### src/rvc_pkg.sv
package rvc_pkg;

    // raw instruction containers
    typedef logic [15:0] inst16_t;
    typedef logic [31:0] inst32_t;

    // low two bits of a halfword
    localparam logic [1:0] QUADRANT_C0   = 2'b00;
    localparam logic [1:0] QUADRANT_C1   = 2'b01;
    localparam logic [1:0] QUADRANT_C2   = 2'b10;
    // 11 marks a full 32-bit instruction
    localparam logic [1:0] QUADRANT_BASE = 2'b11;

    // base ISA major opcodes
    localparam logic [6:0] OPC_OP_IMM = 7'b0010011;
    localparam logic [6:0] OPC_OP     = 7'b0110011;
    localparam logic [6:0] OPC_LOAD   = 7'b0000011;
    localparam logic [6:0] OPC_STORE  = 7'b0100011;
    localparam logic [6:0] OPC_LUI    = 7'b0110111;
    localparam logic [6:0] OPC_JAL    = 7'b1101111;
    localparam logic [6:0] OPC_JALR   = 7'b1100111;
    localparam logic [6:0] OPC_BRANCH = 7'b1100011;

    // funct3 for OP / OP-IMM
    localparam logic [2:0] F3_ADD  = 3'b000;
    localparam logic [2:0] F3_SLL  = 3'b001;
    // shared by srl/sra, funct7 tells them apart
    localparam logic [2:0] F3_SR   = 3'b101;
    localparam logic [2:0] F3_XOR  = 3'b100;
    localparam logic [2:0] F3_OR   = 3'b110;
    localparam logic [2:0] F3_AND  = 3'b111;

    // funct3 for word load/store
    localparam logic [2:0] F3_WORD = 3'b010;

    // funct3 for branches
    localparam logic [2:0] F3_BEQ  = 3'b000;
    localparam logic [2:0] F3_BNE  = 3'b001;

    // selects sub and sra
    localparam logic [6:0] F7_ALT  = 7'b0100000;

    // fixed register numbers
    localparam logic [4:0] REG_ZERO = 5'd0;
    localparam logic [4:0] REG_RA   = 5'd1;
    localparam logic [4:0] REG_SP   = 5'd2;

    // addi x0, x0, 0
    localparam inst32_t INST_NOP = {
        12'h000,
        REG_ZERO,
        F3_ADD,
        REG_ZERO,
        OPC_OP_IMM
    };

    // system opcode with imm 1
    localparam inst32_t EBREAK_WORD = 32'h0010_0073;

    // rd'/rs1'/rs2' fields only reach x8..x15
    function automatic logic [4:0] creg_to_reg(input logic [2:0] creg);
        logic [4:0] reg_num;
        reg_num = {2'b01, creg};
        return reg_num;
    endfunction

endpackage
### src/rvc_expander_top.sv
`timescale 1ns/1ps

module rvc_expander_top
    import rvc_pkg::*;
(
    input  logic    clk_i,
    input  logic    rst_n_i,
    input  logic    valid_i,
    input  inst16_t inst_i,
    output logic    valid_o,
    output inst32_t inst_o
);

    inst32_t q0_inst;
    inst32_t q1_inst;
    inst32_t q2_inst;
    inst32_t sel_inst;

    // every quadrant decodes the same halfword in parallel
    rvc_quadrant0_expander rvc_quadrant0_expander_i (
        .inst_i (inst_i),
        .inst_o (q0_inst)
    );

    rvc_quadrant1_expander rvc_quadrant1_expander_i (
        .inst_i (inst_i),
        .inst_o (q1_inst)
    );

    rvc_quadrant2_expander rvc_quadrant2_expander_i (
        .inst_i (inst_i),
        .inst_o (q2_inst)
    );

    // pick by the low two bits
    always_comb begin
        case (inst_i[1:0])
            QUADRANT_C0:   sel_inst = q0_inst;
            QUADRANT_C1:   sel_inst = q1_inst;
            QUADRANT_C2:   sel_inst = q2_inst;
            QUADRANT_BASE: sel_inst = INST_NOP;
        endcase
    end

    // one cycle to the decode side, result holds through idle cycles
    always_ff @(posedge clk_i or negedge rst_n_i) begin
        if (!rst_n_i) begin
            valid_o <= 1'b0;
            inst_o  <= INST_NOP;
        end else begin
            valid_o <= valid_i;
            if (valid_i) begin
                inst_o <= sel_inst;
            end
        end
    end

endmodule

### src/rvc_quadrant2_expander.sv
`timescale 1ns/1ps

module rvc_quadrant2_expander
    import rvc_pkg::*;
(
    input  inst16_t inst_i,
    output inst32_t inst_o
);

    logic [2:0]  funct3;
    logic [4:0]  rd;
    logic [4:0]  rs2;
    logic [11:0] lwsp_imm;
    logic [11:0] swsp_imm;

    assign funct3 = inst_i[15:13];
    // rd doubles as rs1 for jr/jalr/add
    assign rd     = inst_i[11:7];
    assign rs2    = inst_i[6:2];

    // uimm[7:2] off the stack pointer
    assign lwsp_imm = {4'b0000, inst_i[3:2], inst_i[12], inst_i[6:4], 2'b00};
    assign swsp_imm = {4'b0000, inst_i[8:7], inst_i[12:9], 2'b00};

    always_comb begin
        inst_o = INST_NOP;
        case (funct3)
            3'b000: begin
                // c.slli, shamt[5] reserved on RV32
                if (!inst_i[12]) begin
                    inst_o = {7'b0000000, rs2, rd, F3_SLL, rd, OPC_OP_IMM};
                end
            end
            3'b010: begin
                // c.lwsp: lw rd, uimm(x2)
                inst_o = {lwsp_imm, REG_SP, F3_WORD, rd, OPC_LOAD};
            end
            3'b100: begin
                if (!inst_i[12]) begin
                    if (rs2 == REG_ZERO) begin
                        // c.jr: jalr x0, 0(rs1)
                        // rs1 = x0 is reserved
                        if (rd != REG_ZERO) begin
                            inst_o = {12'h000, rd, 3'b000, REG_ZERO, OPC_JALR};
                        end
                    end else begin
                        // c.mv: add rd, x0, rs2
                        inst_o = {7'b0000000, rs2, REG_ZERO, F3_ADD, rd, OPC_OP};
                    end
                end else begin
                    if (rs2 == REG_ZERO) begin
                        if (rd == REG_ZERO) begin
                            inst_o = EBREAK_WORD;
                        end else begin
                            // c.jalr: jalr x1, 0(rs1)
                            inst_o = {12'h000, rd, 3'b000, REG_RA, OPC_JALR};
                        end
                    end else begin
                        // c.add: add rd, rd, rs2
                        inst_o = {7'b0000000, rs2, rd, F3_ADD, rd, OPC_OP};
                    end
                end
            end
            3'b110: begin
                // c.swsp: sw rs2, uimm(x2)
                inst_o = {swsp_imm[11:5], rs2, REG_SP, F3_WORD, swsp_imm[4:0], OPC_STORE};
            end
            default: begin
                // fp stack forms and the RV64 slots
                inst_o = INST_NOP;
            end
        endcase
    end

endmodule

### src/rvc_quadrant1_expander.sv
`timescale 1ns/1ps

module rvc_quadrant1_expander
    import rvc_pkg::*;
(
    input  inst16_t inst_i,
    output inst32_t inst_o
);

    logic [2:0]  funct3;
    logic [4:0]  rd;
    logic [4:0]  rd_c;
    logic [4:0]  rs2_c;
    logic [4:0]  shamt;
    logic [11:0] imm6_sext;
    logic [11:0] addi16sp_imm;
    logic [19:0] lui_imm;
    logic [11:1] jmp_off;
    logic [19:0] jal_imm;
    logic [12:1] br_off;
    logic [6:0]  br_imm_hi;
    logic [4:0]  br_imm_lo;

    assign funct3 = inst_i[15:13];
    assign rd     = inst_i[11:7];
    assign rd_c   = creg_to_reg(inst_i[9:7]);
    assign rs2_c  = creg_to_reg(inst_i[4:2]);
    assign shamt  = inst_i[6:2];

    // 6-bit signed immediate for addi, li, andi
    assign imm6_sext = {{6{inst_i[12]}}, inst_i[12], inst_i[6:2]};

    // nzimm[9:4], sign taken from bit 12
    assign addi16sp_imm = {{3{inst_i[12]}}, inst_i[4:3], inst_i[5], inst_i[2], inst_i[6],
                           4'b0000};

    // nzimm[17:12] lands in the upper immediate
    assign lui_imm = {{14{inst_i[12]}}, inst_i[12], inst_i[6:2]};

    // jump offset[11:1], scattered over bits 12:2
    assign jmp_off = {inst_i[12], inst_i[8], inst_i[10:9], inst_i[6], inst_i[7], inst_i[2],
                      inst_i[11], inst_i[5:3]};

    // jal format wants imm[20|10:1|11|19:12]
    assign jal_imm = {jmp_off[11], jmp_off[10:1], jmp_off[11], {8{jmp_off[11]}}};

    // branch offset[8:1], sign extended up to bit 12
    assign br_off = {{5{inst_i[12]}}, inst_i[6:5], inst_i[2], inst_i[11:10], inst_i[4:3]};

    // B-type split around the register fields
    assign br_imm_hi = {br_off[12], br_off[10:5]};
    assign br_imm_lo = {br_off[4:1], br_off[11]};

    always_comb begin
        inst_o = INST_NOP;
        case (funct3)
            3'b000: begin
                // c.addi: addi rd, rd, imm
                inst_o = {imm6_sext, rd, F3_ADD, rd, OPC_OP_IMM};
            end
            3'b001: begin
                // c.jal links through ra
                inst_o = {jal_imm, REG_RA, OPC_JAL};
            end
            3'b010: begin
                // c.li: addi rd, x0, imm
                inst_o = {imm6_sext, REG_ZERO, F3_ADD, rd, OPC_OP_IMM};
            end
            3'b011: begin
                if (rd == REG_SP) begin
                    // c.addi16sp: addi x2, x2, nzimm
                    inst_o = {addi16sp_imm, REG_SP, F3_ADD, REG_SP, OPC_OP_IMM};
                end else begin
                    // c.lui: lui rd, nzimm
                    inst_o = {lui_imm, rd, OPC_LUI};
                end
            end
            3'b100: begin
                case (inst_i[11:10])
                    2'b00: begin
                        // shamt[5] set is reserved on RV32
                        if (!inst_i[12]) begin
                            inst_o = {7'b0000000, shamt, rd_c, F3_SR, rd_c, OPC_OP_IMM};
                        end
                    end
                    2'b01: begin
                        // srai carries the alternate funct7
                        if (!inst_i[12]) begin
                            inst_o = {F7_ALT, shamt, rd_c, F3_SR, rd_c, OPC_OP_IMM};
                        end
                    end
                    2'b10: begin
                        // c.andi: andi rd', rd', imm
                        inst_o = {imm6_sext, rd_c, F3_AND, rd_c, OPC_OP_IMM};
                    end
                    default: begin
                        // register group, bit 12 set means subw/addw
                        if (!inst_i[12]) begin
                            case (inst_i[6:5])
                                2'b00: begin
                                    inst_o = {F7_ALT, rs2_c, rd_c, F3_ADD, rd_c, OPC_OP};
                                end
                                2'b01: begin
                                    inst_o = {7'b0000000, rs2_c, rd_c, F3_XOR, rd_c, OPC_OP};
                                end
                                2'b10: begin
                                    inst_o = {7'b0000000, rs2_c, rd_c, F3_OR, rd_c, OPC_OP};
                                end
                                default: begin
                                    inst_o = {7'b0000000, rs2_c, rd_c, F3_AND, rd_c, OPC_OP};
                                end
                            endcase
                        end
                    end
                endcase
            end
            3'b101: begin
                // c.j discards the link
                inst_o = {jal_imm, REG_ZERO, OPC_JAL};
            end
            3'b110: begin
                // c.beqz: beq rs1', x0, offset
                inst_o = {br_imm_hi, REG_ZERO, rd_c, F3_BEQ, br_imm_lo, OPC_BRANCH};
            end
            default: begin
                // c.bnez: bne rs1', x0, offset
                inst_o = {br_imm_hi, REG_ZERO, rd_c, F3_BNE, br_imm_lo, OPC_BRANCH};
            end
        endcase
    end

endmodule

### src/rvc_quadrant0_expander.sv
`timescale 1ns/1ps

module rvc_quadrant0_expander
    import rvc_pkg::*;
(
    input  inst16_t inst_i,
    output inst32_t inst_o
);

    logic [2:0]  funct3;
    logic [4:0]  creg_lo;
    logic [4:0]  creg_hi;
    logic [11:0] addi4spn_imm;
    logic [11:0] word_imm;

    assign funct3 = inst_i[15:13];

    // rd' for addi4spn and lw, rs2' for sw
    assign creg_lo = creg_to_reg(inst_i[4:2]);
    // rs1' base register
    assign creg_hi = creg_to_reg(inst_i[9:7]);

    // nzuimm[9:2], stack offsets are word aligned
    assign addi4spn_imm = {2'b00, inst_i[10:7], inst_i[12:11], inst_i[5], inst_i[6], 2'b00};

    // uimm[6:2] for lw/sw
    assign word_imm = {5'b00000, inst_i[5], inst_i[12:10], inst_i[6], 2'b00};

    always_comb begin
        case (funct3)
            3'b000: begin
                // all-zero nzuimm is reserved, covers the 0x0000 halfword
                if (addi4spn_imm == 12'h000) begin
                    inst_o = INST_NOP;
                end else begin
                    // c.addi4spn: addi rd', x2, nzuimm
                    inst_o = {addi4spn_imm, REG_SP, F3_ADD, creg_lo, OPC_OP_IMM};
                end
            end
            3'b010: begin
                // c.lw: lw rd', uimm(rs1')
                inst_o = {word_imm, creg_hi, F3_WORD, creg_lo, OPC_LOAD};
            end
            3'b110: begin
                // c.sw: sw rs2', uimm(rs1'), immediate split around the registers
                inst_o = {word_imm[11:5], creg_lo, creg_hi, F3_WORD, word_imm[4:0],
                          OPC_STORE};
            end
            default: begin
                // fld/fsd/flw/fsw and reserved slot
                inst_o = INST_NOP;
            end
        endcase
    end

endmodule

### config.mk
export PLATFORM = sky130hd
export DESIGN_NAME = rvc_expander_top
export DESIGN_NICKNAME = d
export VERILOG_FILES = /design/src/rvc_pkg.sv /design/src/rvc_expander_top.sv /design/src/rvc_quadrant2_expander.sv /design/src/rvc_quadrant1_expander.sv /design/src/rvc_quadrant0_expander.sv
export SDC_FILE = /design/constraint.sdc
export NUM_CORES = 1
export LEC_CHECK = 0
export BUFFER_PORTS_ARGS = -buffer_cell sky130_fd_sc_hd__clkbuf_2
export CAP_MARGIN = 0
export CELL_PAD_IN_SITES_DETAIL_PLACEMENT = 1
export CELL_PAD_IN_SITES_GLOBAL_PLACEMENT = 1
export CORE_ASPECT_RATIO = 2
export CORE_MARGIN = 2
export CORE_UTILIZATION = 41
export DETAILED_ROUTE_END_ITERATION = 8
export PLACE_DENSITY = 0.8
export SLEW_MARGIN = 20
export SYNTH_ARGS = -nofsm -noshare
export SYNTH_HDL_FRONTEND = slang
export SYNTH_SLANG_ARGS = --single-unit
### constraint.sdc
create_clock -name clk_i -period 0.85 [get_ports clk_i]
set_input_delay 0.17 -clock clk_i [delete_from_list [all_inputs] [get_ports clk_i]]
set_output_delay 0.17 -clock clk_i [all_outputs]
set_load 0.05 [all_outputs]
==> results.toml, run 1 <==
[yosys]
synth_simple_gate_area_share_pct = 26.2
synth-seq-cells = 31
syn_inst = 378
synth_top_family_by_area = "compound AO/OA/AOI/OAI gates"
syn-cell-area_sq_um = 2820
yosysWarnings = 0
synth-compound-area-share_pct = 35.3
syn_avg_cell_area_sq_um = 7.46
seq_area_frac_synth_pct = 27.6
synth_edf_count = 0
synth.area.mux_share_pct = 2.62
synth.distinct_cells = 71
synthXorXnorAreaFrac_pct = 0.311
yosys-top-cells-area = "dfrtp_1 (27%), a21oi_1 (5.0%), nor2_1 (4.7%)"
synth.top_cell.area_share_pct = 26.6
synth-main-ff-cell = "dfrtp_1"
async_flop_share_pct = 100
synth_fa_ha_area_share_pct = 0
yosysTopAreaCell = "dfrtp_1"

[placed_design]
pre_cts_ws_ps = -1120
io_buffers = 49
dp_hpwl_mm = 12.7
gp_congestion = 1.14

[clock_tree]
htreeDepth = 2
post_cts_buffers = 34
cts.sinks = 31
cts-root-buf = "clkbuf_16"
cts-buffers-inserted = 5
holdBufCountCts = 1
cts_buffer_depth = 2
postCtsResizedCells = 153

[status]
stop_stage = "clock tree synthesis (4_1_cts)"
outcome = "stopped before the end"
error_message = "[ERROR DPL-0033] detailed placement checks failed during check placement."

[die]
die_x_um = 62.6
fp-row-count = 42
pin_count = 52
fp.dieH_um = 121
start_util_pct = 42.6
## stage by stage
step | util, % | cell area, sq um | instances | hold WS (ps) | setup TNS [ps]
floorplan | - | 3220 | 379 | -126 | -16970
global placement | 64.0 | 4240 | 613 | 25.8 | -25360
detailed placement | 64.0 | 4240 | 613 | 29.4 | -27230
## cells in the mapped netlist (all sizes together), types with 5 or more instances
library cell and instances:
clkbuf 32, o22ai 6, nor2b 14, o221ai 6, nand3 10, inv 12, nand2b 13, a221oi 9
nor2 35, buf 9, nor3 9, a21oi 28, nand2 33, a31oi 13, dfrtp 30, or2 5
o21ai 26
## cells by family after synthesis
logic type,after synthesis
simple gates,144
compound gates,140
buf+inv,54
flops,31
mux,7
xor+xnor,1
other cells,1
==> run 2: changes to the inputs <==
--- a/config.mk
+++ b/config.mk
@@ -7,13 +7,10 @@
 export LEC_CHECK = 0
 export BUFFER_PORTS_ARGS = -buffer_cell sky130_fd_sc_hd__clkbuf_2
 export CAP_MARGIN = 0
-export CELL_PAD_IN_SITES_DETAIL_PLACEMENT = 1
-export CELL_PAD_IN_SITES_GLOBAL_PLACEMENT = 1
-export CORE_ASPECT_RATIO = 2
 export CORE_MARGIN = 2
-export CORE_UTILIZATION = 41
+export CORE_UTILIZATION = 40
 export DETAILED_ROUTE_END_ITERATION = 8
-export PLACE_DENSITY = 0.8
+export PLACE_DENSITY_LB_ADDON = 0.15
 export SLEW_MARGIN = 20
 export SYNTH_ARGS = -nofsm -noshare
 export SYNTH_HDL_FRONTEND = slang
==> results.toml, run 2 <==
[die]
core_sq_um = 6790
fp.dieH_um = 88.0
die_x_um = 88.0
die_area_sq_um = 7740
pin_count = 52
start_util_pct = 41.5
fp-row-count = 30

[placed_design]
placedCellCount = 615
gp_congestion = 1.03
placed_area_sq_um = 4240
pre_cts_ws_ps = -1110
dp_hpwl_mm = 10.4
io_buffers = 49

[yosys]
syn_avg_cell_area_sq_um = 7.46
syn-cell-area_sq_um = 2820
ys_top_cells_by_count = "nor2_1 (35), nand2_1 (33), clkbuf_1 (32), dfrtp_1 (30), a21oi_1 (28)"
syn_inst = 378
synth_edf_count = 0
yosys-top-cells-area = "dfrtp_1 (27%), a21oi_1 (5.0%), nor2_1 (4.7%)"
seq_area_frac_synth_pct = 27.6
yosysMostFrequentCell = "nor2_1"
synth.top_cell.area_share_pct = 26.6
synth-seq-cells = 31
async_flop_share_pct = 100
synth-main-ff-cell = "dfrtp_1"
yosysTopAreaCell = "dfrtp_1"
yosysWarnings = 0
synth.distinct_cells = 71

[min_path]
hp-start = "valid_i"
hold_path_class = "in -> reg"

[detailed_routing]
vias = 4229
avgRoutedWirePerCell_um = 23.6
drcViolationCount = 0
drt-vias-per-instance = 6.33
postRouteAntennaNets = 0
drt_first_iter_violations = 502
dr.pass1.iters = 5
routed_wirelength_mm = 15.8

[cells_and_area]
final_common_cell = "buf_4"
final_core_util_pct = 84.3
nFillCells = 368
largest_register_ffs = 30
final_nets = 590
area_growth_pct = 103
top_regs = "inst_o x30, valid_o x1"
seq_area_sq_um = 777
n_antenna_cell = 0
multi_input_area_sq_um = 2410
final_area_sq_um = 5730
top_register = "inst_o"
fin_cells = 668
drive_gt1_share_pct = 57.7
layout_common_cells = "buf_4 (131), buf_8 (36), buf_6 (34), dfrtp_1 (30), nand2_1 (28)"

[clock_tree]
cts.clk_slew.worst_paths_ps = 80
htreeDepth = 2
cts-buffers-inserted = 5
clock_latency_ps = 290
cts.sinks = 31
cts_tree = "yes"
cts-root-buf = "clkbuf_8"
cts_buffer_depth = 2

[run]
maxCapViolCount = 0

[sta]
drv_slew = 0
hold_violations = 0
finalSetupViolCount = 61
rsz0062_at_grt = "yes"
fin_ws_ps = -904
tightest_slew_ps = 522
fin_skew_ps = 0
fin_setup_tns_ps = -20450
fin_crit_sh_pct = 206
post-route-min-period_ps = 1750
fmax_ghz = 0.570
whs_ps = 331
max_slew_margin_pct = 64.9

[global_routing]
grt_pass1_wl_mm = 22.2
met2_usage_pct = 62.5
grt_pass1_vias = 3973
gr-total-overflow = 0
grt_util_met1_pct = 49.1
grtUsageMet3_pct = 6.60
busiest_layer = "met2"
grt_max_degree = 32
antenna_found_initial = 0
track_usage_pct = 38.8

[critical_path]
worst_ep_arrival_time_ps = 1920
path_max_fanout = 3
cp-start-kind = "input port"
critPathLaunch = "inst_i[10]"
critPathRequiredTime_ps = 1020
r2r-start = "inst_o[7]"
path_class = "in -> reg"
critPathCaptureType = "register"

[pwr]
p_total_mw = 6.60
ir_worst_vdd_v = 0.00121
powerDensity_nw_per_um2 = 1150
total_leakage_power_nw = 2.54

[status]
outcome = "finished, violations left"
violations = "negative setup slack"
==> run 2: cell counts after synthesis <==
No cell type changed its count.
==> run 2: cell families (layout without fill, tap and decap cells) <==
family | Yosys count | after routing | share of synthesized area (%)
simple gates | 144 | 144 | 26.2
flops | 31 | 31 | 27.6
compound gates | 140 | 140 | 35.3
buf+inv | 54 | 247 | 7.86
xor+xnor | 1 | 1 | 0.311
mux | 7 | 7 | 2.62
other cells | 1 | 2 | 0.133
==> run 2: worst paths after layout <==
kind | end | slack [ps] | depth (start not counted)
hold / removal | inst_o[26] | 330 | 4
setup / recovery | inst_o[8] | -900 | 6
max in group asynchronous | inst_o[4] | 190 | 3
setup reg to reg | inst_o[7] | -180 | 4
min in group asynchronous | inst_o[25] | 400 | 3
hold reg to reg | inst_o[4] | 530 | 2
==> run 2: metal layers <==
| metal | up-vias | wire, um |
|---|---|---|
| li1 | 1801 | - |
| met1 | 2007 | 6030 |
| met2 | 304 | 7200 |
| met3 | 117 | 1420 |
| met4 | 0 | 1120 |
| met5 | - | 0 |
==> run 2: where the power goes <==
part | total, mW | switching, mW | internal, mW
logic | 3.27 | 1.76 | 1.51
registers | 1.75 | 0.137 | 1.61
clock network | 1.58 | 0.629 | 0.949
total | 6.60 | 2.53 | 4.07
==> run 2: worst max-delay path, stage by stage <==
cell and delay, ps:
buf_6 90, or3_4 390, or4_4 460, o311a_4 360, a221oi_2 320, o21ai_1 130
==> run 2: cell type report <==
type / instances / area share, %
Inverter: 13 / 0.896
Multi-Input combinational cell: 294 / 42.2
Tap cell: 96 / 2.10
Timing Repair Buffer: 226 / 39.2
Clock buffer: 6 / 1.44
Sequential cell: 31 / 13.6
Clock inverter: 2 / 0.612
==> run 2: timing repair <==
item,CTS,global route
gates resized for setup,165,95
endpoints found under the setup margin,61,61
setup buffers,33,17
hold buffers,1,0
pin swaps,36,41
endpoints found under the hold margin,30,0
(Power assumes the default switching activity.)
